===== src/cpld_if_pkg.sv =====
// Shared control-port types, address map and SPI frame layout, imported by every CPLD interface module
`default_nettype none

package cpld_if_pkg;

  // --------------------------------------------------------------------------
  // Control port
  // --------------------------------------------------------------------------
  typedef logic [19:0] ctrlport_addr_t;
  typedef logic [31:0] ctrlport_data_t;

  typedef enum logic [1:0] {
    sts_okay   = 2'd0,
    sts_cmderr = 2'd1
  } ctrlport_status_e;

  typedef struct packed {
    logic           wr;
    logic           rd;
    ctrlport_addr_t addr;
    ctrlport_data_t data;
  } ctrlport_req_t;

  typedef struct packed {
    logic             ack;
    ctrlport_status_e status;
    ctrlport_data_t   data;
  } ctrlport_resp_t;

  // Address windows seen from the application port
  localparam ctrlport_addr_t BASE_START       = 20'h00000;
  localparam ctrlport_addr_t BASE_SIZE        = 20'h00040;
  localparam ctrlport_addr_t MB_CPLD_START    = 20'h08000;
  localparam ctrlport_addr_t DB0_CPLD_START   = 20'h10000;
  localparam ctrlport_addr_t CPLD_WINDOW_SIZE = 20'h08000;

  // Base register offsets
  localparam ctrlport_addr_t REG_SIGNATURE  = 20'h00;
  localparam ctrlport_addr_t REG_SCRATCH    = 20'h04;
  localparam ctrlport_addr_t REG_MB_CLK_DIV = 20'h10;
  localparam ctrlport_addr_t REG_DB_CLK_DIV = 20'h14;

  localparam ctrlport_data_t SIGNATURE_VALUE = 32'h0C01_D1F0;

  // --------------------------------------------------------------------------
  // SPI link to the CPLDs
  // --------------------------------------------------------------------------
  typedef logic [15:0] clk_div_t;
  typedef logic [14:0] cpld_addr_t;

  // Sent MSB first, write flag leads
  typedef struct packed {
    logic           wr;
    cpld_addr_t     addr;
    ctrlport_data_t data;
  } spi_frame_t;

  typedef enum logic [1:0] {idle, shift, done} spi_state_e;

endpackage

`default_nettype wire

===== src/cpld_interface.sv =====
// Top level of the motherboard CPLD interface joining decoder, base registers and SPI master
`timescale 1ns/1ps
`default_nettype none

module cpld_interface
  import cpld_if_pkg::*;
#(
  parameter clk_div_t DIV_RESET = 16'd2
) (
  input  wire                 ctrlport_clk,
  input  wire                 rst_n,
  input  wire ctrlport_req_t  req,
  input  wire                 miso,
  output wire ctrlport_resp_t resp,
  output wire [1:0]           ss,
  output wire                 sclk,
  output wire                 mosi
);

  wire ctrlport_req_t  base_req;
  wire ctrlport_req_t  spi_req;
  wire ctrlport_resp_t base_resp;
  wire ctrlport_resp_t spi_resp;
  wire clk_div_t       mb_clk_div;
  wire clk_div_t       db_clk_div;

  ctrlport_decoder ctrlport_decoder_i (
    .ctrlport_clk (ctrlport_clk),
    .rst_n        (rst_n),
    .req          (req),
    .base_resp    (base_resp),
    .spi_resp     (spi_resp),
    .base_req     (base_req),
    .spi_req      (spi_req),
    .resp         (resp)
  );

  cpld_base_regs #(.DIV_RESET (DIV_RESET)) cpld_base_regs_i (
    .ctrlport_clk (ctrlport_clk),
    .rst_n        (rst_n),
    .req          (base_req),
    .resp         (base_resp),
    .mb_clk_div   (mb_clk_div),
    .db_clk_div   (db_clk_div)
  );

  cpld_spi_master cpld_spi_master_i (
    .ctrlport_clk (ctrlport_clk),
    .rst_n        (rst_n),
    .req          (spi_req),
    .mb_clk_div   (mb_clk_div),
    .db_clk_div   (db_clk_div),
    .miso         (miso),
    .resp         (spi_resp),
    .ss           (ss),
    .sclk         (sclk),
    .mosi         (mosi)
  );

endmodule

`default_nettype wire


===== src/cpld_spi_master.sv =====
// SPI master that turns one control-port request into a 48-bit mode 0 frame to the MB or DB0 CPLD
`timescale 1ns/1ps
`default_nettype none

module cpld_spi_master
  import cpld_if_pkg::*;
(
  input  wire                ctrlport_clk,
  input  wire                rst_n,
  input  wire ctrlport_req_t req,
  input  wire clk_div_t      mb_clk_div,
  input  wire clk_div_t      db_clk_div,
  input  wire                miso,
  output ctrlport_resp_t     resp,
  output logic [1:0]         ss,
  output logic               sclk,
  output wire                mosi
);

  localparam int FRAME_BITS = $bits(spi_frame_t);
  localparam int DATA_BITS  = $bits(ctrlport_data_t);

  spi_state_e     state;
  spi_frame_t     frame;
  spi_frame_t     shift_q;
  ctrlport_addr_t win_start;
  ctrlport_addr_t offset;
  clk_div_t       div_q;
  clk_div_t       half_cnt;
  logic [5:0]     bit_cnt;
  ctrlport_data_t rx_data;
  logic           rd_q;
  logic           start;
  logic           sel_db;
  logic           half_done;
  logic           rise;
  logic           fall;

  // --------------------------------------------------------------------------
  // Frame assembly
  // --------------------------------------------------------------------------
  assign start     = (state == idle) && (req.wr || req.rd);
  assign sel_db    = req.addr >= DB0_CPLD_START;
  assign win_start = sel_db ? DB0_CPLD_START : MB_CPLD_START;
  assign offset    = req.addr - win_start;

  // Reads carry a zero data field
  assign frame = '{
    wr:   req.wr,
    addr: offset[$bits(cpld_addr_t)-1:0],
    data: req.wr ? req.data : '0
  };

  // --------------------------------------------------------------------------
  // Bit timing
  // --------------------------------------------------------------------------
  assign half_done = half_cnt == div_q;
  assign rise      = half_done && !sclk;
  assign fall      = half_done && sclk;
  assign mosi      = shift_q[FRAME_BITS-1];

  always_ff @(posedge ctrlport_clk) begin
    if (!rst_n) begin
      state    <= idle;
      ss       <= 2'b11;
      sclk     <= 1'b0;
      half_cnt <= '0;
      bit_cnt  <= '0;
      shift_q  <= '0;
      resp     <= '0;
    end else begin
      resp <= '0;
      case (state)
        idle: begin
          if (start) begin
            ss       <= sel_db ? 2'b01 : 2'b10;
            shift_q  <= frame;
            half_cnt <= '0;
            bit_cnt  <= '0;
            state    <= shift;
          end
        end
        shift: begin
          half_cnt <= half_done ? '0 : half_cnt + 1'b1;
          if (rise) sclk <= 1'b1;
          // Next bit goes out while sclk is low
          if (fall) begin
            sclk    <= 1'b0;
            shift_q <= {shift_q[FRAME_BITS-2:0], 1'b0};
            bit_cnt <= bit_cnt + 1'b1;
            if (bit_cnt == 6'(FRAME_BITS - 1)) state <= done;
          end
        end
        done: begin
          ss          <= 2'b11;
          resp.ack    <= 1'b1;
          resp.status <= sts_okay;
          resp.data   <= rd_q ? rx_data : '0;
          state       <= idle;
        end
        default: state <= idle;
      endcase
    end
  end

  // Divider and direction held for the whole frame
  always_ff @(posedge ctrlport_clk) begin
    if (start) begin
      div_q <= sel_db ? db_clk_div : mb_clk_div;
      rd_q  <= req.rd;
    end
    // Read word arrives in the data field of the frame
    if (state == shift && rise && bit_cnt >= 6'(FRAME_BITS - DATA_BITS)) begin
      rx_data <= {rx_data[DATA_BITS-2:0], miso};
    end
  end

endmodule

`default_nettype wire


===== src/cpld_base_regs.sv =====
// Base register block holding signature, scratch and the SPI clock dividers on the control port
`timescale 1ns/1ps
`default_nettype none

module cpld_base_regs
  import cpld_if_pkg::*;
#(
  parameter clk_div_t DIV_RESET = 16'd2
) (
  input  wire                ctrlport_clk,
  input  wire                rst_n,
  input  wire ctrlport_req_t req,
  output ctrlport_resp_t     resp,
  output clk_div_t           mb_clk_div,
  output clk_div_t           db_clk_div
);

  ctrlport_addr_t offset;
  ctrlport_data_t scratch;
  ctrlport_data_t rd_data;
  logic           known;

  assign offset = req.addr - BASE_START;

  always_comb begin
    known   = 1'b1;
    rd_data = '0;
    case (offset)
      REG_SIGNATURE:  rd_data = SIGNATURE_VALUE;
      REG_SCRATCH:    rd_data = scratch;
      REG_MB_CLK_DIV: rd_data = {{($bits(ctrlport_data_t) - $bits(clk_div_t)){1'b0}}, mb_clk_div};
      REG_DB_CLK_DIV: rd_data = {{($bits(ctrlport_data_t) - $bits(clk_div_t)){1'b0}}, db_clk_div};
      default:        known = 1'b0;
    endcase
  end

  always_ff @(posedge ctrlport_clk) begin
    if (!rst_n) begin
      resp       <= '0;
      scratch    <= '0;
      mb_clk_div <= DIV_RESET;
      db_clk_div <= DIV_RESET;
    end else begin
      resp <= '0;
      if (req.wr || req.rd) begin
        resp.ack    <= 1'b1;
        resp.status <= known ? sts_okay : sts_cmderr;
        if (req.rd) resp.data <= rd_data;
      end
      // Signature and unknown offsets swallow writes
      if (req.wr) begin
        case (offset)
          REG_SCRATCH:    scratch    <= req.data;
          REG_MB_CLK_DIV: mb_clk_div <= req.data[$bits(clk_div_t)-1:0];
          REG_DB_CLK_DIV: db_clk_div <= req.data[$bits(clk_div_t)-1:0];
          default:        ;
        endcase
      end
    end
  end

endmodule

`default_nettype wire


===== src/ctrlport_decoder.sv =====
// Window decoder that routes each registered request to its target and terminates unowned addresses
`timescale 1ns/1ps
`default_nettype none

module ctrlport_decoder
  import cpld_if_pkg::*;
(
  input  wire                 ctrlport_clk,
  input  wire                 rst_n,
  input  wire ctrlport_req_t  req,
  input  wire ctrlport_resp_t base_resp,
  input  wire ctrlport_resp_t spi_resp,
  output ctrlport_req_t       base_req,
  output ctrlport_req_t       spi_req,
  output ctrlport_resp_t      resp
);

  logic           strobe;
  logic           base_hit;
  logic           mb_hit;
  logic           db0_hit;
  logic           spi_hit;
  logic           base_wr_q;
  logic           base_rd_q;
  logic           spi_wr_q;
  logic           spi_rd_q;
  logic           term_q;
  logic           term_ack;
  ctrlport_addr_t addr_q;
  ctrlport_data_t data_q;
  ctrlport_resp_t term_resp;

  assign strobe   = req.wr | req.rd;
  assign base_hit = (req.addr >= BASE_START) && (req.addr < BASE_START + BASE_SIZE);
  assign mb_hit   = (req.addr >= MB_CPLD_START) &&
                    (req.addr < MB_CPLD_START + CPLD_WINDOW_SIZE);
  assign db0_hit  = (req.addr >= DB0_CPLD_START) &&
                    (req.addr < DB0_CPLD_START + CPLD_WINDOW_SIZE);
  assign spi_hit  = mb_hit | db0_hit;

  // Strobes go only to the owning target
  always_ff @(posedge ctrlport_clk) begin
    if (!rst_n) begin
      base_wr_q <= 1'b0;
      base_rd_q <= 1'b0;
      spi_wr_q  <= 1'b0;
      spi_rd_q  <= 1'b0;
      term_q    <= 1'b0;
      term_ack  <= 1'b0;
    end else begin
      base_wr_q <= req.wr & base_hit;
      base_rd_q <= req.rd & base_hit;
      spi_wr_q  <= req.wr & spi_hit;
      spi_rd_q  <= req.rd & spi_hit;
      // Second stage keeps termination in step with the base block
      term_q    <= strobe & ~(base_hit | spi_hit);
      term_ack  <= term_q;
    end
  end

  always_ff @(posedge ctrlport_clk) begin
    addr_q <= req.addr;
    data_q <= req.data;
  end

  assign base_req = '{wr: base_wr_q, rd: base_rd_q, addr: addr_q, data: data_q};
  assign spi_req  = '{wr: spi_wr_q, rd: spi_rd_q, addr: addr_q, data: data_q};

  assign term_resp = '{ack: term_ack, status: term_ack ? sts_cmderr : sts_okay, data: '0};

  // Idle targets drive all zeros, and only one acks at a time
  assign resp = base_resp | spi_resp | term_resp;

endmodule

`default_nettype wire


===== config.mk =====
export PLATFORM = sky130hd
export DESIGN_NAME = cpld_interface
export DESIGN_NICKNAME = d
export VERILOG_FILES = /design/src/cpld_if_pkg.sv /design/src/cpld_interface.sv /design/src/cpld_spi_master.sv /design/src/cpld_base_regs.sv /design/src/ctrlport_decoder.sv
export SDC_FILE = /design/constraint.sdc
export NUM_CORES = 1
export LEC_CHECK = 0
export BUFFER_PORTS_ARGS = -buffer_cell sky130_fd_sc_hd__buf_2
export CELL_PAD_IN_SITES_DETAIL_PLACEMENT = 1
export CELL_PAD_IN_SITES_GLOBAL_PLACEMENT = 2
export CORE_UTILIZATION = 38
export CTS_CLUSTER_SIZE = 14
export DETAILED_ROUTE_END_ITERATION = 7
export HOLD_SLACK_MARGIN = 0.05
export PLACE_DENSITY_LB_ADDON = 0.15
export SLEW_MARGIN = 20
export SYNTH_ARGS = -nofsm -noshare
export SYNTH_HDL_FRONTEND = slang
export SYNTH_SLANG_ARGS = --single-unit

===== constraint.sdc =====
create_clock -name ctrlport_clk -period 11.3 [get_ports ctrlport_clk]
set_clock_uncertainty 0.1 [all_clocks]
set_input_delay 2.26 -clock ctrlport_clk [delete_from_list [all_inputs] [get_ports ctrlport_clk]]
set_output_delay 2.26 -clock ctrlport_clk [all_outputs]
set_load 0.1 [all_outputs]

---- Yosys cells after proc, flatten, opt, wreduce, memory -nomap -nowiden ----
Index checks and enable logic that the tools add are counted.
storage, ports and cells
  bits in registers ....................... 316
  output and inout port bits .............. 39
  word-level logic and storage cells ...... 116
operators by class
  $add $sub $neg .......................... 3
  order comparisons ....................... 8
  eq/ne operators ......................... 10
  mux-type cells .......................... 28
  bitwise gates (word level) .............. 11
  reductions and logical operators ........ 28
operators by type and width
  operator                                                              number
  one-hot mux 32 bit (4 select lines)                                   1
  two-way mux 32 bit                                                    3
  two-way mux 48 bit                                                    2
  one-hot mux 48 bit (2 select lines)                                   1
  two-way mux 35 bit                                                    2
  bitwise OR 35 bit                                                     2
  two-way mux 16 bit                                                    3
  equality test 20 x 5 -> 1 bit (second input constant)                 2
  greater-or-equal comparator 20 x 17 -> 1 bit (second input constant)  2
  < comparator 20 x 17 -> 1 bit (second input constant)                 2
  one-hot mux 16 bit (2 select lines)                                   1
  equality test 20 x 3 -> 1 bit (second input constant)                 1
  greater-or-equal comparator 20 x 1 -> 1 bit (second input constant)   1
  greater-or-equal comparator 20 x 16 -> 1 bit (second input constant)  1
  logical NOT 20 bit                                                    1
  < comparator 20 x 7 -> 1 bit (second input constant)                  1
  adder 16 x 1 -> 16 bit (second input constant)                        1
  equality test 16 bit                                                  1
  subtractor 15 bit (second input constant)                             1
  AND reduction 2 bit                                                   7
  two-way mux 6 bit                                                     2
  one-hot mux 6 bit (2 select lines)                                    1
  AND reduction 3 bit                                                   4
  two-way mux 2 bit                                                     5
  17 further kinds                                                      40

---- Logic depth before layout (Yosys ltp) ----
Gate-level depths: netlist (run 1).
  word-level depth ........................ 6
  gate-level depth with buffers ........... 9

---- By module ----
From an unflattened synthesis (run 1), not the netlist that was laid out.
second synthesis, totals
  cell total of the unflattened synthesis .. 1144
  area total of the unflattened synthesis .. 12170.4 µm²
modules (own cells, without submodules)
  module            instances  cells each  area an instance (µm²)  sequential area each (µm²)
  cpld_spi_master   1          605         6506.2                  3633.5
  cpld_base_regs    1          375         3769.9                  1961.9
  ctrlport_decoder  1          164         1894.3                  1161.1

---- Least setup slack after synthesis (run 1) ----
No wires, ideal clock.
  path kind ............................... flip-flop to flip-flop
  start ................................... register cpld_spi_master_i.half_cnt[8]
  end ..................................... register cpld_spi_master_i.rx_data[0], enable pin
  arrival ................................. 4.474 ns
  data required time ...................... 10.698 ns
  setup slack ............................. 6.224 ns
  stages on the path, launching flop included .. 7
  buffers on the path ..................... 2
  clock period less this slack ............ 5.076 ns
  cells stage by stage .................... dfxtp_1 > buf_2 > xor2_1 > nor4_2 > nand4_2 > clkbuf_1 > nor4_1
between the ends
  longest elaborated chain between the ends .. 4
ends and longest elaborated chain
  element                         line                    source
  start: declaration              cpld_spi_master.sv:29   clk_div_t half_cnt;
  start signal: assignment        cpld_spi_master.sv:84   half_cnt <= half_done ? '0 : half_cnt + 1'b1;
  equality test 16 bit            cpld_spi_master.sv:57   assign half_done = half_cnt == div_q;
  logical AND 1 bit               cpld_spi_master.sv:58   assign rise = half_done && !sclk;
  logical AND 1 bit (2 in a row)  cpld_spi_master.sv:113  if (state == shift && rise && bit_cnt >= 6'(FRAME_BITS - DATA_BITS)) begin
  end signal: assignment          cpld_spi_master.sv:114  rx_data <= {rx_data[DATA_BITS-2:0], miso};
  end: declaration                cpld_spi_master.sv:31   ctrlport_data_t rx_data;
No other way between the ends.
A chain may end at the register's enable or synchronous reset.

==> results of run 1 <==
==> synth_stat cells (4+ instances only) <==
cell type                  count
sky130_fd_sc_hd__nand2_1     295
sky130_fd_sc_hd__and3_1       35
sky130_fd_sc_hd__nor3_1       10
sky130_fd_sc_hd__dfxtp_1     264
sky130_fd_sc_hd__a21oi_1      37
sky130_fd_sc_hd__nand4_1      13
sky130_fd_sc_hd__buf_1         4
sky130_fd_sc_hd__nor4_1        8
sky130_fd_sc_hd__o21ai_0       7
sky130_fd_sc_hd__nor2b_1       6
sky130_fd_sc_hd__nor2_1       61
sky130_fd_sc_hd__o22ai_1       4
sky130_fd_sc_hd__clkbuf_1     60
sky130_fd_sc_hd__o211ai_1      5
sky130_fd_sc_hd__mux2i_1      92
sky130_fd_sc_hd__buf_2         9
sky130_fd_sc_hd__buf_6         4
sky130_fd_sc_hd__inv_1        12
sky130_fd_sc_hd__and2_1       18
sky130_fd_sc_hd__or3_1         8
sky130_fd_sc_hd__mux2_2       24
sky130_fd_sc_hd__edfxtp_1     49
sky130_fd_sc_hd__a211oi_1      8
sky130_fd_sc_hd__a22oi_1       8
sky130_fd_sc_hd__and4_1        5
sky130_fd_sc_hd__nand3_1      50
sky130_fd_sc_hd__or2_2        34
sky130_fd_sc_hd__xor2_1       19
sky130_fd_sc_hd__a41oi_1       7
==> through the flow <==
step	area, µm²	util (%)	power, W	cells
final	13660	45.48	0.002401	1673
after floorplan	11730	-	0.001218	1191
after detailed placement	12440	41.44	0.001248	1607
after global placement	12440	41.42	0.001247	1607
after CTS	13660	45.47	0.002436	1673
after global routing	13660	45.48	0.002484	1673
==> cells by family (layout without fill, tap and decap cells) <==
kind of cell    count (synthesis)  count (layout)
mux                           116             116
flops                         313             313
other cells                     1               1
buf+inv                        93             185
compound gates                 87              87
simple gates                  558             558
xor+xnor                       21              21
fa+ha+maj                       2               2
==> registers in the layout, indices dropped and copies added (netlist names), 2 cells and up <==
signal / cells
cpld_spi_master_i.shift_q: 47
cpld_spi_master_i.ss: 2
cpld_base_regs_i.db_clk_div: 16
cpld_spi_master_i.rx_data: 32
cpld_base_regs_i.resp: 34
cpld_spi_master_i.div_q: 16
cpld_spi_master_i.half_cnt: 16
cpld_base_regs_i.scratch: 32
ctrlport_decoder_i.data_q: 32
cpld_spi_master_i.state: 2
cpld_spi_master_i.bit_cnt: 6
ctrlport_decoder_i.addr_q: 20
cpld_spi_master_i.resp: 33
cpld_base_regs_i.mb_clk_div: 16
==> power by group through the flow <==
stage / Clock, W / Sequential [W] / Combinational (W)
6_report: 0.00118 / 0.00115 / 0.0000676
4_1_cts: 0.00121 / 0.00115 / 0.0000688
3_3_place_gp: 0 / 0.00118 / 0.0000677
2_1_floorplan: 0 / 0.00117 / 0.0000451
3_5_place_dp: 0 / 0.00118 / 0.0000685
5_1_grt: 0.00125 / 0.00116 / 0.0000742
==> how the worst max path moves through the flow <==
stage / from / endpoint / slack, ns
5_1_grt: rst_n / cpld_spi_master_i.half_cnt[15] / 6.97
6_report: rst_n / cpld_spi_master_i.half_cnt[15] / 7.15
3_5_place_dp: rst_n / cpld_spi_master_i.half_cnt[15] / 6.62
4_1_cts: rst_n / cpld_spi_master_i.half_cnt[15] / 7.17
3_3_place_gp: rst_n / cpld_spi_master_i.half_cnt[11] / 6.63
2_1_floorplan: cpld_spi_master_i.half_cnt[8] / cpld_spi_master_i.rx_data[0] / 6.22
==> cell type report <==
type,count,area [µm²],area share (%)
flip-flops and latches,313,6756,49.47
multi-input cells,785,4586,33.57
clock buffers,55,1065,7.796
repair buffers,107,570.5,4.177
well taps,390,488.0,3.573
clock inverters,11,147.6,1.081
inverters,12,45.04,0.3298
==> routing by layer <==
layer,GRT usage (%),vias to the layer above
met5,0,-
met4,5.235,0
met3,2.828,40
met2,33.01,120
met1,27.08,4119
li1,-,4151
==> critical path: stages <==
cell                       delay [ns]
sky130_fd_sc_hd__buf_4           0.41
sky130_fd_sc_hd__buf_4           0.70
sky130_fd_sc_hd__nand3_1         0.54
sky130_fd_sc_hd__o311ai_0        0.47
==> placed cells by master (no fill, tap or decap), types with 4 or more instances in the layout <==
master | netlist | final
sky130_fd_sc_hd__a211oi_1 | 8 | 8
sky130_fd_sc_hd__a21oi_1 | 37 | 36
sky130_fd_sc_hd__a22oi_1 | 8 | 8
sky130_fd_sc_hd__a41oi_1 | 7 | 7
sky130_fd_sc_hd__and2_1 | 18 | 18
sky130_fd_sc_hd__and3_1 | 35 | 35
sky130_fd_sc_hd__buf_2 | 9 | 93
sky130_fd_sc_hd__buf_4 | 2 | 14
sky130_fd_sc_hd__clkbuf_1 | 60 | 12
sky130_fd_sc_hd__clkbuf_16 | 0 | 38
sky130_fd_sc_hd__clkbuf_8 | 0 | 5
sky130_fd_sc_hd__clkinv_2 | 0 | 6
sky130_fd_sc_hd__dfxtp_1 | 264 | 264
sky130_fd_sc_hd__edfxtp_1 | 49 | 49
sky130_fd_sc_hd__inv_1 | 12 | 11
sky130_fd_sc_hd__mux2_2 | 24 | 24
sky130_fd_sc_hd__mux2i_1 | 92 | 92
sky130_fd_sc_hd__nand2_1 | 295 | 295
sky130_fd_sc_hd__nand3_1 | 50 | 50
sky130_fd_sc_hd__nand4_1 | 13 | 13
sky130_fd_sc_hd__nor2_1 | 61 | 61
sky130_fd_sc_hd__nor2b_1 | 6 | 5
sky130_fd_sc_hd__nor3_1 | 10 | 10
sky130_fd_sc_hd__nor4_1 | 8 | 7
sky130_fd_sc_hd__o211ai_1 | 5 | 5
sky130_fd_sc_hd__o21ai_0 | 7 | 7
sky130_fd_sc_hd__o22ai_1 | 4 | 4
sky130_fd_sc_hd__or2_2 | 34 | 34
sky130_fd_sc_hd__or3_1 | 8 | 8
sky130_fd_sc_hd__xor2_1 | 19 | 19
==> summary.md, run 1 <==
The clock network is responsible for 49.1% of the overall power. Dividing the detail-routed wire length by the instance count gives 18.26 µm. In this run, the number of DRC markers left after iteration 0 of detailed routing was 344.

The detailed router put a total of 14.61 mm of wire on met1. The switching share of total power is 21.43%. Clock tree synthesis found a total of 313 sinks. Static leakage: 5.917 nW. For the wire length after detailed routing, the log shows 30.54 mm. The logs give 241.2 MHz for the maximum frequency from static timing analysis and 4.44 ns for the endpoint arrival time on the critical path. For the count of boundary I/O pins, the log shows 96. Fill cells in the final layout number 3383. For this run, the number of Yosys warnings is 0. By area the synthesized netlist is led by sky130_fd_sc_hd__dfxtp_1 (45%), sky130_fd_sc_hd__edfxtp_1 (13%), sky130_fd_sc_hd__nand2_1 (9.4%). The worst flop-to-flop path startpoint is cpld_spi_master_i.half_cnt[8]. Synthesis produced a netlist whose cell count is 1191.

Fraction of registers with async set or reset after synthesis: 0%. The root buffer cell chosen for the clock tree is sky130_fd_sc_hd__clkbuf_16. Compared with the post-synthesis result, the final layout area differs by 16.45%. Global routing used 19.92% of the available tracks. The final setup violation count was 0.

Of the synthesized area, sequential elements account for 57.61%. Of the total synthesized cell area, the portion taken by AND, OR, NAND and NOR gates is 22.23%. The number of failing hold endpoints at the final stage was 0.

The run gives 11.60 ns as the data required time at the worst endpoint. In this run the worst hold path is classified as flip-flop to flip-flop. The worst setup path is captured at a flip-flop. For this configuration, the core starts out at a cell density of 39.05%. The final layout contains 1314 nets. 0 antenna diodes ended up in the layout. The post-DP HPWL was 19.53 mm.

The worst register-to-register path has a depth of 6. For the pin with the worst max-slew slack, the measured transition is 0.9438 ns. Entering global routing, the biggest net connects 79 pins. TritonCTS built the clock tree.

The most used flip-flop cell after synthesis was sky130_fd_sc_hd__dfxtp_1. The final hold slack is 0.3353 ns, and the detail-routed via count per cell is 5.039. Terminating pin of the worst hold path: ctrlport_decoder_i.term_ack. The synthesized netlist devotes 4.694% of its cell area to compound gates. The via total after detailed routing is 8430.

In this run the vertical extent of the chip is 177.7 µm. The max-cap check violation count came out at 0. In the routed design, unresolved DRC markers number 0. The number of iterations in the first detailed-routing pass is 4, and the total internal power is 0.001886 W. Setup total negative slack on the finished layout was measured at 0 ns. The number of cells traversed by the worst hold path came out at 1. The worst path in the final design needs a cycle of 4.146 ns, including I/O delays and setup.

The mux share of post-synthesis cell area was 10.16%. The H-tree was split into 2 levels. The count of hold-fix buffers inserted at cts was 0; the top cell type's share of synthesized area was 45.06%.

After Yosys synthesis, XOR and XNOR cells account for 1.568% of the synthesized area. After floorplanning, the core was divided into 63 placement rows. Final max-slew violation count: 0.

Setup repair after global routing left no endpoint under its margin. The run gives 2.8% as the logic gate share of total power. Counting the buffers created by CTS gives 36.

Setup slack closes at 7.154 ns. For the worst-skew pair, the clock arrives at the later sink with an insertion delay of 0.51 ns. The tools report the normalized max-slew margin as 37.08%. Summed over all instances, the cell type with the most area after synthesis is sky130_fd_sc_hd__dfxtp_1. Power density of the placed cells: 175.8 mW/mm². In the final layout, the share of cells above drive strength 1 is 18.24%.

The synthesized netlist occupies a cell area of 0.01173 mm². The startpoint identified for the worst hold timing path is ctrlport_decoder_i.term_q. For the detailed route wirelength on metal3, the log shows 1.001 mm.

The synthesized netlist contains 53 unique library cells. The tools report the met2 routed wirelength as 14.31 mm. The minimum setup slack after placement was 6.619 ns; the mean instance size in the synthesized netlist was 9.848 µm². The run finished with clean final reports. Sequential cells burn 48.1% of the power.

Dividing the final minimum period by the clock period gives 36.69%. The startpoint type of the worst setup path was a primary input. Along the worst path, the maximum fanout reaches 78.

In this run the top signal layer used is met4. After clock tree synthesis, the clock-pin slew on the worst setup and hold paths is 0.06 ns. For the via count of the first global-routing pass, the log shows 8665. Count of flip-flops with a built-in enable after synthesis: 49. In this run, post-CTS repair resized a total of 0 instances. The floorplan core area is 0.03003 mm², and the total congestion overflow is 0. By area, the combinational part of the netlist is dominated by simple AND/OR/NAND/NOR gates. The worst reg2reg path endpoint was cpld_spi_master_i.shift_q[8]. Synthesis produced a netlist with a net count of 1250. The detail route stage leaves a number of antenna-violating nets equal to 0. The total net switching power was 0.0005146 W; the minimum setup slack among reg-to-reg paths was 8.06 ns. The initial antenna violation count is 0.

VDD sags by at most 0.1057 mV. The adder-cell share of the synthesized area works out to 0.2134%. Buffers placed on the I/O ports in this run total 94. The floorplan step set the die width to 177.7 µm. Number of setup buffers added after CTS: 0.

The worst setup path category was primary input to flip-flop. The die covers 0.03157 mm². The wire length of the first global-routing pass is 48.79 mm, and the buffer depth of the longest clock path is 3.

At the end of routability-driven placement, the weighted congestion stood at 0.7598. After synthesis the netlist holds a flip-flop and latch count of 313.
(Power assumes the default switching activity.)
==> run 2: changes to the inputs <==
--- a/config.mk
+++ b/config.mk
@@ -8,7 +8,7 @@
 export BUFFER_PORTS_ARGS = -buffer_cell sky130_fd_sc_hd__buf_2
 export CELL_PAD_IN_SITES_DETAIL_PLACEMENT = 1
 export CELL_PAD_IN_SITES_GLOBAL_PLACEMENT = 2
-export CORE_UTILIZATION = 38
+export CORE_UTILIZATION = 34
 export CTS_CLUSTER_SIZE = 14
 export DETAILED_ROUTE_END_ITERATION = 7
 export HOLD_SLACK_MARGIN = 0.05
==> constraint.sdc (replaced) <==
create_clock -name ctrlport_clk -period 3.4 [get_ports ctrlport_clk]
set_clock_uncertainty 0.1 [all_clocks]
set_input_delay 0.68 -clock ctrlport_clk [delete_from_list [all_inputs] [get_ports ctrlport_clk]]
set_output_delay 0.68 -clock ctrlport_clk [all_outputs]
set_load 0.1 [all_outputs]
==> run 2 against run 1 <==
Cell count rose by 4.1%. Clock power rose to 3.4 times the previous value. First-iteration DRC count rose by 22%. Die area rose by 12%. Sequential power rose to 3.3 times the previous value. Total power rose to 3.4 times the previous value. Non-clock buffer count rose by 11. Global-route usage fell by 1.8 points. Critical path type is now flip-flop to flip-flop. Setup slack got worse by 6.3 ns. Worst hold slack got worse by 0.18 ns. Sequential cell count did not move.
==> summary.md, run 2 (synthesized netlist as in run 1, its figures left out) <==
The run finished with clean final reports. TritonCTS created 36 clock buffers. STA classifies the critical path endpoint as a flip-flop. Dividing total power by cell area gives a power density of 582.6 mW/mm². The DRC violations left was 0; the clock sink count was 313. The floorplan step defined a die boundary enclosing 0.03524 mm². The violation count after the first detailed-route iteration came out at 418. The via count of the first global-routing pass was 8721; the biggest fanout along the worst timing path was 13. The proportion of power drawn by the clock network was 49.5%; the largest net degree at the start of global routing was 62. Timing analysis after detailed placement gives a worst setup slack of 0.8140 ns. Leaving out fill and tap cells, the most frequent cell in the layout is sky130_fd_sc_hd__nand2_1. The buffering stage count on the worst path with inverters included works out to 0.

Port buffering added 94 buffers. The number of cells traversed by the worst hold path came out at 1. The run gives 0.006351 W as the total internal power. The wire length of the first global-routing pass is 50.18 mm, and the initial antenna violation count is 0. At the pin with the least slew margin, the transition time is 0.9848 ns.

The signal on the critical path passes through or4_4, nor4_4, nand4_1, nor3b_2, and2_1. The part of the cycle the worst path needs was 74.96%. The multi-input combinational cells in the finished layout cover a total of 0.004591 mm².

The run gives 0 as the number of setup buffers added after CTS. Clock latency on the worst-skew pair, taken at its later pin, is 0.52 ns. The region available for standard cell placement spans 0.03370 mm². Timing would allow up to 392.4 MHz. Ranked by flip-flop count, first place goes to cpld_spi_master_i.shift_q.

The worst reg2reg path endpoint is cpld_base_regs_i.resp[31]. Max-cap violations in this run came to 0. Setup violations remaining at the end of the flow were counted as 0. The global placement routability congestion was 0.7759. The horizontal die dimension was 187.7 µm.

The worst register-to-register path has a setup slack of 0.85 ns. The overall fraction of global-route tracks in use was 18.16%. Kind of path behind the tightest hold check: primary input to flip-flop. The run gives 4 as the number of iterations in the first detailed-routing pass.

The startpoint of the most critical setup path is ctrlport_decoder_i.addr_q[1]. Summed over all failing endpoints, the final setup total negative slack is 0 ns. The startpoint type of the worst setup path is a flip-flop. On the worst path, the slowest cell contributes a delay of 0.63 ns. For the count of hold-fix buffers inserted at cts, the log shows 0. The number of failing hold endpoints at the final stage came out at 0.

Measured against its own limit, the worst slew margin works out to 34.35%. The run gives 5.987 nW as the static leakage. Across the VDD grid, the largest voltage drop is 0.3513 mV. The filler cells instantiated in the layout total 3802.

STA puts the critical path data arrival time at 2.90 ns. The post-detailed-route wirelength per cell came out at 18.02 µm. Per report_power, the sequential group accounts for 47.6% of the total. The HPWL after detailed placement is 20.53 mm. In this run switching power makes up 21.36% of total power.

The combined flip-flop and latch cell area was 0.006756 mm². 96 I/O pins were placed. The critical path crosses 5 cells after its start point.

Number of levels in the clock H-tree: 2. The run gives 3 as the buffer depth of the longest clock path. The number of instances resized during post-cts repair is 0.

Clock-pin slew was measured on the worst setup and hold paths at 0.06 ns. The count of cells along the worst register-to-register path is 5. TritonCTS built the clock tree. The starting density of the core came out at 34.80%.

The tools report the worst flop-to-flop path startpoint as ctrlport_decoder_i.addr_q[1]. For the total net switching power, the log shows 0.001725 W. The data required time at the worst endpoint came out at 3.75 ns.

The cell sitting at the root of the clock tree is a sky130_fd_sc_hd__clkbuf_16. The ratio of cells with drive above 1 in the final layout was 18.89%. For the logic gate share of total power, the log shows 2.8%.

Post-route minimum period: 2.549 ns. For the via total after detailed routing, the log shows 8406. At the end of the flow, the number of nets in the layout was 1325. Capturing instance or port of the critical path: cpld_base_regs_i.resp[31]. After detailed routing, the total wire length is 31.37 mm. The top cell family by delay on the critical path was simple AND/OR/NAND/NOR gates. The final max-slew violation count is 0, and the post-synthesis to final-layout area growth is 18.19%. For this run the aggregate overflow at the end of global routing stands at 0. In the layout the commonest cells are sky130_fd_sc_hd__nand2_1 (295), sky130_fd_sc_hd__dfxtp_1 (264), sky130_fd_sc_hd__buf_2 (93). For the share of the core filled with cells, the log shows 41.13%.

The worst setup path category is flip-flop to flip-flop. In this run the vertical extent of the chip is 187.7 µm. After layout, the worst setup slack is 0.8513 ns.

In this run the core area contains 67 standard-cell rows. In the final layout, the registers with the most flip-flops are cpld_spi_master_i.shift_q x47, cpld_base_regs_i.resp x34, cpld_spi_master_i.resp x33. Setup repair after global routing left no endpoint under its margin. The number of routed nets with antenna violations is 0, and the detail-routed via count per cell is 4.828. For this design, the slowest cell found on the critical path is sky130_fd_sc_hd__nor3b_2.

Flip-flop count of the largest register after layout: 47.
-- run 2: changes by cell type in the layout (fill, tap and decap cells not counted), sizes merged --
cell and delta:
buf +11, diode +1, clkinvlp +1, clkinv -4
clkbuf +1
-- run 2: metal layers --
metal | vias to the layer above | wire length (µm) | GRT usage [%]
li1 | 4173 | - | -
met1 | 4089 | 15360 | 24.98
met4 | 0 | 630 | 5.285
met3 | 46 | 765 | 2.545
met2 | 98 | 14620 | 29.57
met5 | - | 0 | 0
-- run 2: worst reg2reg max path, stage by stage (launching register included) --
cell	delay, ns
sky130_fd_sc_hd__dfxtp_1	0.31
sky130_fd_sc_hd__or4_4	0.55
sky130_fd_sc_hd__nor4_4	0.39
sky130_fd_sc_hd__nand4_1	0.30
sky130_fd_sc_hd__nor3b_2	0.63
sky130_fd_sc_hd__and2_1	0.22
-- run 2: power by group through the flow --
stage	Sequential (W)	Clock, W	Combinational, W
finish	0.00385	0.00400	0.000229
global route	0.00385	0.00425	0.000250
CTS	0.00385	0.00410	0.000233
detailed placement	0.00393	0	0.000233
global placement	0.00393	0	0.000232
floorplan	0.00390	0	0.000150
-- run 2: worst min-delay path by stage --
stage	from	end	slack, ns
after CTS	req[4]	ctrlport_decoder_i.data_q[4]	0.14
after detailed placement	cpld_spi_master_i.rx_data[11]	cpld_spi_master_i.rx_data[12]	0.33
after floorplan	ctrlport_decoder_i.term_q	ctrlport_decoder_i.term_ack	0.31
final	req[13]	ctrlport_decoder_i.data_q[13]	0.15
after global placement	cpld_spi_master_i.rx_data[18]	cpld_spi_master_i.rx_data[19]	0.32
after global routing	req[10]	ctrlport_decoder_i.data_q[10]	0.14
-- run 2: final cells by class --
cell class,instances,area share [%]
Inverter,12,0.3249
Multi-Input combinational cell,785,33.12
Clock inverter,8,0.9568
Sequential cell,313,48.74
Clock buffer,56,7.997
Antenna cell,1,0.01805
Tap cell,448,4.044
Timing Repair Buffer,118,4.802
-- run 2: per-stage QoR --
stage	cell area (µm²)	std cells	total power [W]	hold slack, ns
detailed placement	12620	1676	0.004160	0.3274
finish	13860	1741	0.008076	0.1542
global route	13860	1740	0.008353	0.1373
global placement	12620	1676	0.004159	0.3228
CTS	13860	1740	0.008179	0.1379
floorplan	11740	1191	0.004049	0.3119
==> run 3: changes to the inputs <==
--- a/config.mk
+++ b/config.mk
@@ -5,10 +5,11 @@
 export SDC_FILE = /design/constraint.sdc
 export NUM_CORES = 1
 export LEC_CHECK = 0
+export ABC_AREA = 1
 export BUFFER_PORTS_ARGS = -buffer_cell sky130_fd_sc_hd__buf_2
 export CELL_PAD_IN_SITES_DETAIL_PLACEMENT = 1
 export CELL_PAD_IN_SITES_GLOBAL_PLACEMENT = 2
-export CORE_UTILIZATION = 34
+export CORE_UTILIZATION = 32
 export CTS_CLUSTER_SIZE = 14
 export DETAILED_ROUTE_END_ITERATION = 7
 export HOLD_SLACK_MARGIN = 0.05
==> constraint.sdc (replaced) <==
create_clock -name ctrlport_clk -period 2.26 [get_ports ctrlport_clk]
set_clock_uncertainty 0.1 [all_clocks]
set_input_delay 0.452 -clock ctrlport_clk [delete_from_list [all_inputs] [get_ports ctrlport_clk]]
set_output_delay 0.452 -clock ctrlport_clk [all_outputs]
set_load 0.1 [all_outputs]
==> run 3 against run 2 <==
Worst hold slack worse by 0.039 ns. Clock power is 53% higher. Register-to-register slack worse by 0.66 ns. Wire length rose by 2.9%. Critical path depth is 3 lower. Core utilization decreased by 0.33 points. Clock-buffer cell count decreased by 6. Critical endpoint is now resp[34]. Largest power group unchanged.
==> summary.md, run 3 <==
In the routed layout, each cell is associated on average with a via count of 4.518. The buffer depth of the longest clock path came out at 3. Number of failing hold endpoints at the final stage: 0. The max-cap check violation count is 0, and the flip-flop count of the largest register after layout is 47.

Setup repair after global routing left no endpoint under its margin. The tools report the sequential area share after synthesis as 57.43%. The flow ran to the end, and the final reports show no timing, DRC or antenna violations. Along the worst hold path, the cell count comes to 3. In this run the vertical extent of the chip is 193.7 µm. By count the netlist is led by sky130_fd_sc_hd__dfxtp_1 (264), sky130_fd_sc_hd__nand2_1 (263), sky130_fd_sc_hd__nor2_1 (233).

Dividing the synthesized area by the synthesized cell count gives 8.041 µm². Of all flip-flops after synthesis, the portion carrying an async set or reset was 0%. In this run the horizontal extent of the chip is 193.7 µm. sky130_fd_sc_hd__dfxtp_1 takes more of the synthesized area than any other cell. Count of distinct cell types in the synthesized netlist: 38.

The library cells used most frequently in the layout, excluding fill and tap cells, are sky130_fd_sc_hd__dfxtp_1 (264), sky130_fd_sc_hd__nand2_1 (262), sky130_fd_sc_hd__nor2_1 (232). Endpoint arrival time on the critical path: 1.53 ns. The clock slew at the register clock pins of the worst setup and hold paths came out at 0.05 ns. The top cell type's share of synthesized area is 44.93%. The clock sink count was 313.

The largest registers in the layout are cpld_spi_master_i.shift_q x47, cpld_base_regs_i.resp x34, cpld_spi_master_i.resp x33. The path class of the tightest hold or removal check is primary input to flip-flop. The logs give 1522 for the synthesized netlist net count and 0.03753 mm² for the full die area.

The net total in the final layout came out at 1669. Entering global routing, the biggest net connects 104 pins. At the worst endpoint, the required time is 1.71 ns. The tools report the worst reg2reg path endpoint as cpld_spi_master_i.rx_data[11]. TritonCTS built the clock tree. Most flop-heavy register: cpld_spi_master_i.shift_q. After detailed routing, the number of remaining DRC violations is 0. The most used standard cell by instance count after synthesis was sky130_fd_sc_hd__dfxtp_1.

Final setup violation count: 0. For hold timing, the worst endpoint is ctrlport_decoder_i.base_rd_q. Worst-margin pin slew: 0.5401 ns.

In this run the cell area measured after placement is 0.01282 mm². Of the cells placed in the final design, the portion with a size suffix greater than 1 is 15.14%. Power spread over the standard cell area amounts to 850.2 mW/mm². Final max-slew violation count: 0. VDD sags by at most 0.6178 mV. After synthesis the cells add up to 0.01176 mm². In the synthesized netlist, the number of instances is 1463.

The worst setup path is of the flip-flop to output port kind. The worst setup path is launched from a flip-flop. The part of the cycle the worst path needs works out to 92.04%.

For the final hold slack, the log shows 0.1155 ns. At the end of routability-driven placement, the weighted congestion stood at 0.8022. In this run the count of I/O pins placed on the die edge is 96.

After synthesis, the cell types taking the most area are sky130_fd_sc_hd__dfxtp_1 (45%), sky130_fd_sc_hd__edfxtp_1 (13%), sky130_fd_sc_hd__nand2_1 (8.4%). Timing would allow up to 480.7 MHz. Leaving out fill and tap cells, the most frequent cell in the layout is sky130_fd_sc_hd__dfxtp_1. The tools report the final setup TNS as 0 ns. In this run, synthesis inferred 49 flip-flops with an integrated enable. For this run, the share of the core covered by cells in the final layout is 40.81%.

The initial antenna violation count is 1. Wires add up to 32.27 mm. Dividing the detail-routed wire length by the instance count gives 15.37 µm. The tree is rooted in a sky130_fd_sc_hd__clkbuf_16. The number of setup buffers added after CTS is 0. For this run, the total global-route usage over all layers was measured as 17.65%. For flop-to-flop paths, the worst setup slack is 0.19 ns. From synthesis to final layout, the design area changed by 24.28%.

Biggest fanout along the worst timing path: 2. The first detailed-routing pass took 4 iterations. The number of antenna diodes in the final layout is 0. The logs give 21.08 mm for the post-DP HPWL and 0 for the total congestion overflow.

At the later pin of the worst-skew pair, clock insertion delay measures 0.54 ns. The most used flip-flop cell after synthesis is sky130_fd_sc_hd__dfxtp_1. The run gives 37 as the TritonCTS buffer count. The number of warnings printed during yosys synthesis is 0, and the post-route cell area is 0.01462 mm². Measured against its own limit, the worst slew margin works out to 63.61%. The first global-routing pass estimated 52.62 mm of wire. After the first detailed-routing iteration, the DRC count stood at 300. In this run the critical register-to-register path is launched from cpld_spi_master_i.half_cnt[5]. Capturing element type of the critical path: an output port.

The core region is 0.03583 mm². The analysis attributes to cell leakage a power of 6.611 nW. The number of levels in the clock H-tree was 2; the count of buffers inserted at the top-level ports was 94.

The worst path needs 2.080 ns of the cycle, external delays included. The via count of the first global-routing pass came out at 9883. The flip-flop and latch count after synthesis is 313. The logs give 0 for the number of routed nets with antenna violations and 69 for the number of placement rows. Detailed routing inserted a total of 9483 vias. For the starting density of the core, the log shows 32.83%.

The count of cells along the worst register-to-register path is 11. The startpoint of the tightest hold check path is req[52].
==> run 3: changes by cell type after synthesis, moves of 18 or more <==
| cell | change |
|---|---|
| sky130_fd_sc_hd__a21oi_1 | +49 |
| sky130_fd_sc_hd__and2_1 | -18 |
| sky130_fd_sc_hd__and3_1 | -35 |
| sky130_fd_sc_hd__clkbuf_1 | -22 |
| sky130_fd_sc_hd__inv_1 | +205 |
| sky130_fd_sc_hd__mux2_2 | -24 |
| sky130_fd_sc_hd__mux2i_1 | -92 |
| sky130_fd_sc_hd__nand2_1 | -32 |
| sky130_fd_sc_hd__nand3_1 | -24 |
| sky130_fd_sc_hd__nor2_1 | +172 |
| sky130_fd_sc_hd__o21ai_0 | +103 |
| sky130_fd_sc_hd__o22ai_1 | +44 |
==> run 3: timing repair <==
item                                    4_1_cts  5_1_grt
endpoints found under the hold margin        53        0
endpoints found under the setup margin        0        1
hold buffers                                 53        0
gates resized for setup                       0        1
==> run 3: how the worst max path moves through the flow <==
stage | startpoint | end | cells past startpoint
after floorplan | cpld_spi_master_i.state[1] | cpld_spi_master_i.rx_data[0] | 7
after global placement | cpld_spi_master_i.half_cnt[5] | cpld_spi_master_i.rx_data[0] | 11
after detailed placement | cpld_spi_master_i.half_cnt[5] | cpld_spi_master_i.rx_data[7] | 11
after CTS | ctrlport_decoder_i.term_ack | resp[34] | 2
after global routing | cpld_spi_master_i.half_cnt[5] | cpld_spi_master_i.rx_data[3] | 11
final | ctrlport_decoder_i.term_ack | resp[34] | 2
==> run 3: logic make-up (layout without fill, tap and decap cells) <==
kind of cell	Yosys count	count (layout)	synth area share, %
other	1	1	0.03188
xor gates and xnor gates	2	2	0.1489
AOI/OAI and AO/OA	259	259	11.69
buffers and inverters	302	477	10.16
adders and majority gates	2	2	0.2127
and+or+nand+nor	584	584	20.33
DFF	313	313	57.43
==> run 3: cell type report <==
cell class | instances | area, µm²
fillers | 4304 | 21210
flip-flops and latches | 313 | 6756
multi-input cells | 848 | 3840
repair buffers | 175 | 1301
clock buffers | 50 | 1120
inverters | 235 | 882.1
well taps | 461 | 576.8
clock inverters | 17 | 143.9
==> run 3: worst max-delay path, cell delays in order (launching register included) <==
cell and delay, ns:
sky130_fd_sc_hd__dfxtp_1 0.30, sky130_fd_sc_hd__or3_1 0.38, sky130_fd_sc_hd__buf_2 0.31
==> run 3: power by group <==
group	switching, W	leakage (nW)	internal (W)
Clock	0.00239	0.636	0.00371
Combinational	0.000333	3.40	0.000202
Sequential	0.0000406	2.57	0.00575
Total	0.00276	6.61	0.00967
==> run 3: per-layer routing <==
| metal | vias to the layer above | GRT usage (%) | share of wire (%) |
|---|---|---|---|
| li1 | 4855 | - | - |
| met4 | 0 | 5.659 | 2.0 |
| met3 | 43 | 2.940 | 2.6 |
| met1 | 4490 | 22.29 | 47 |
| met5 | - | 0 | 0 |
| met2 | 95 | 30.57 | 48 |
==> run 3: per-stage QoR <==
stage                     total power [W]  cells  worst slack (ns)
final                             0.01243   2099            0.1799
after global routing              0.01292   2099          0.002310
after CTS                         0.01262   2099            0.1274
after floorplan                  0.006216   1463           0.01857
after global placement           0.006376   1979            0.2343
after detailed placement         0.006387   1979            0.1801
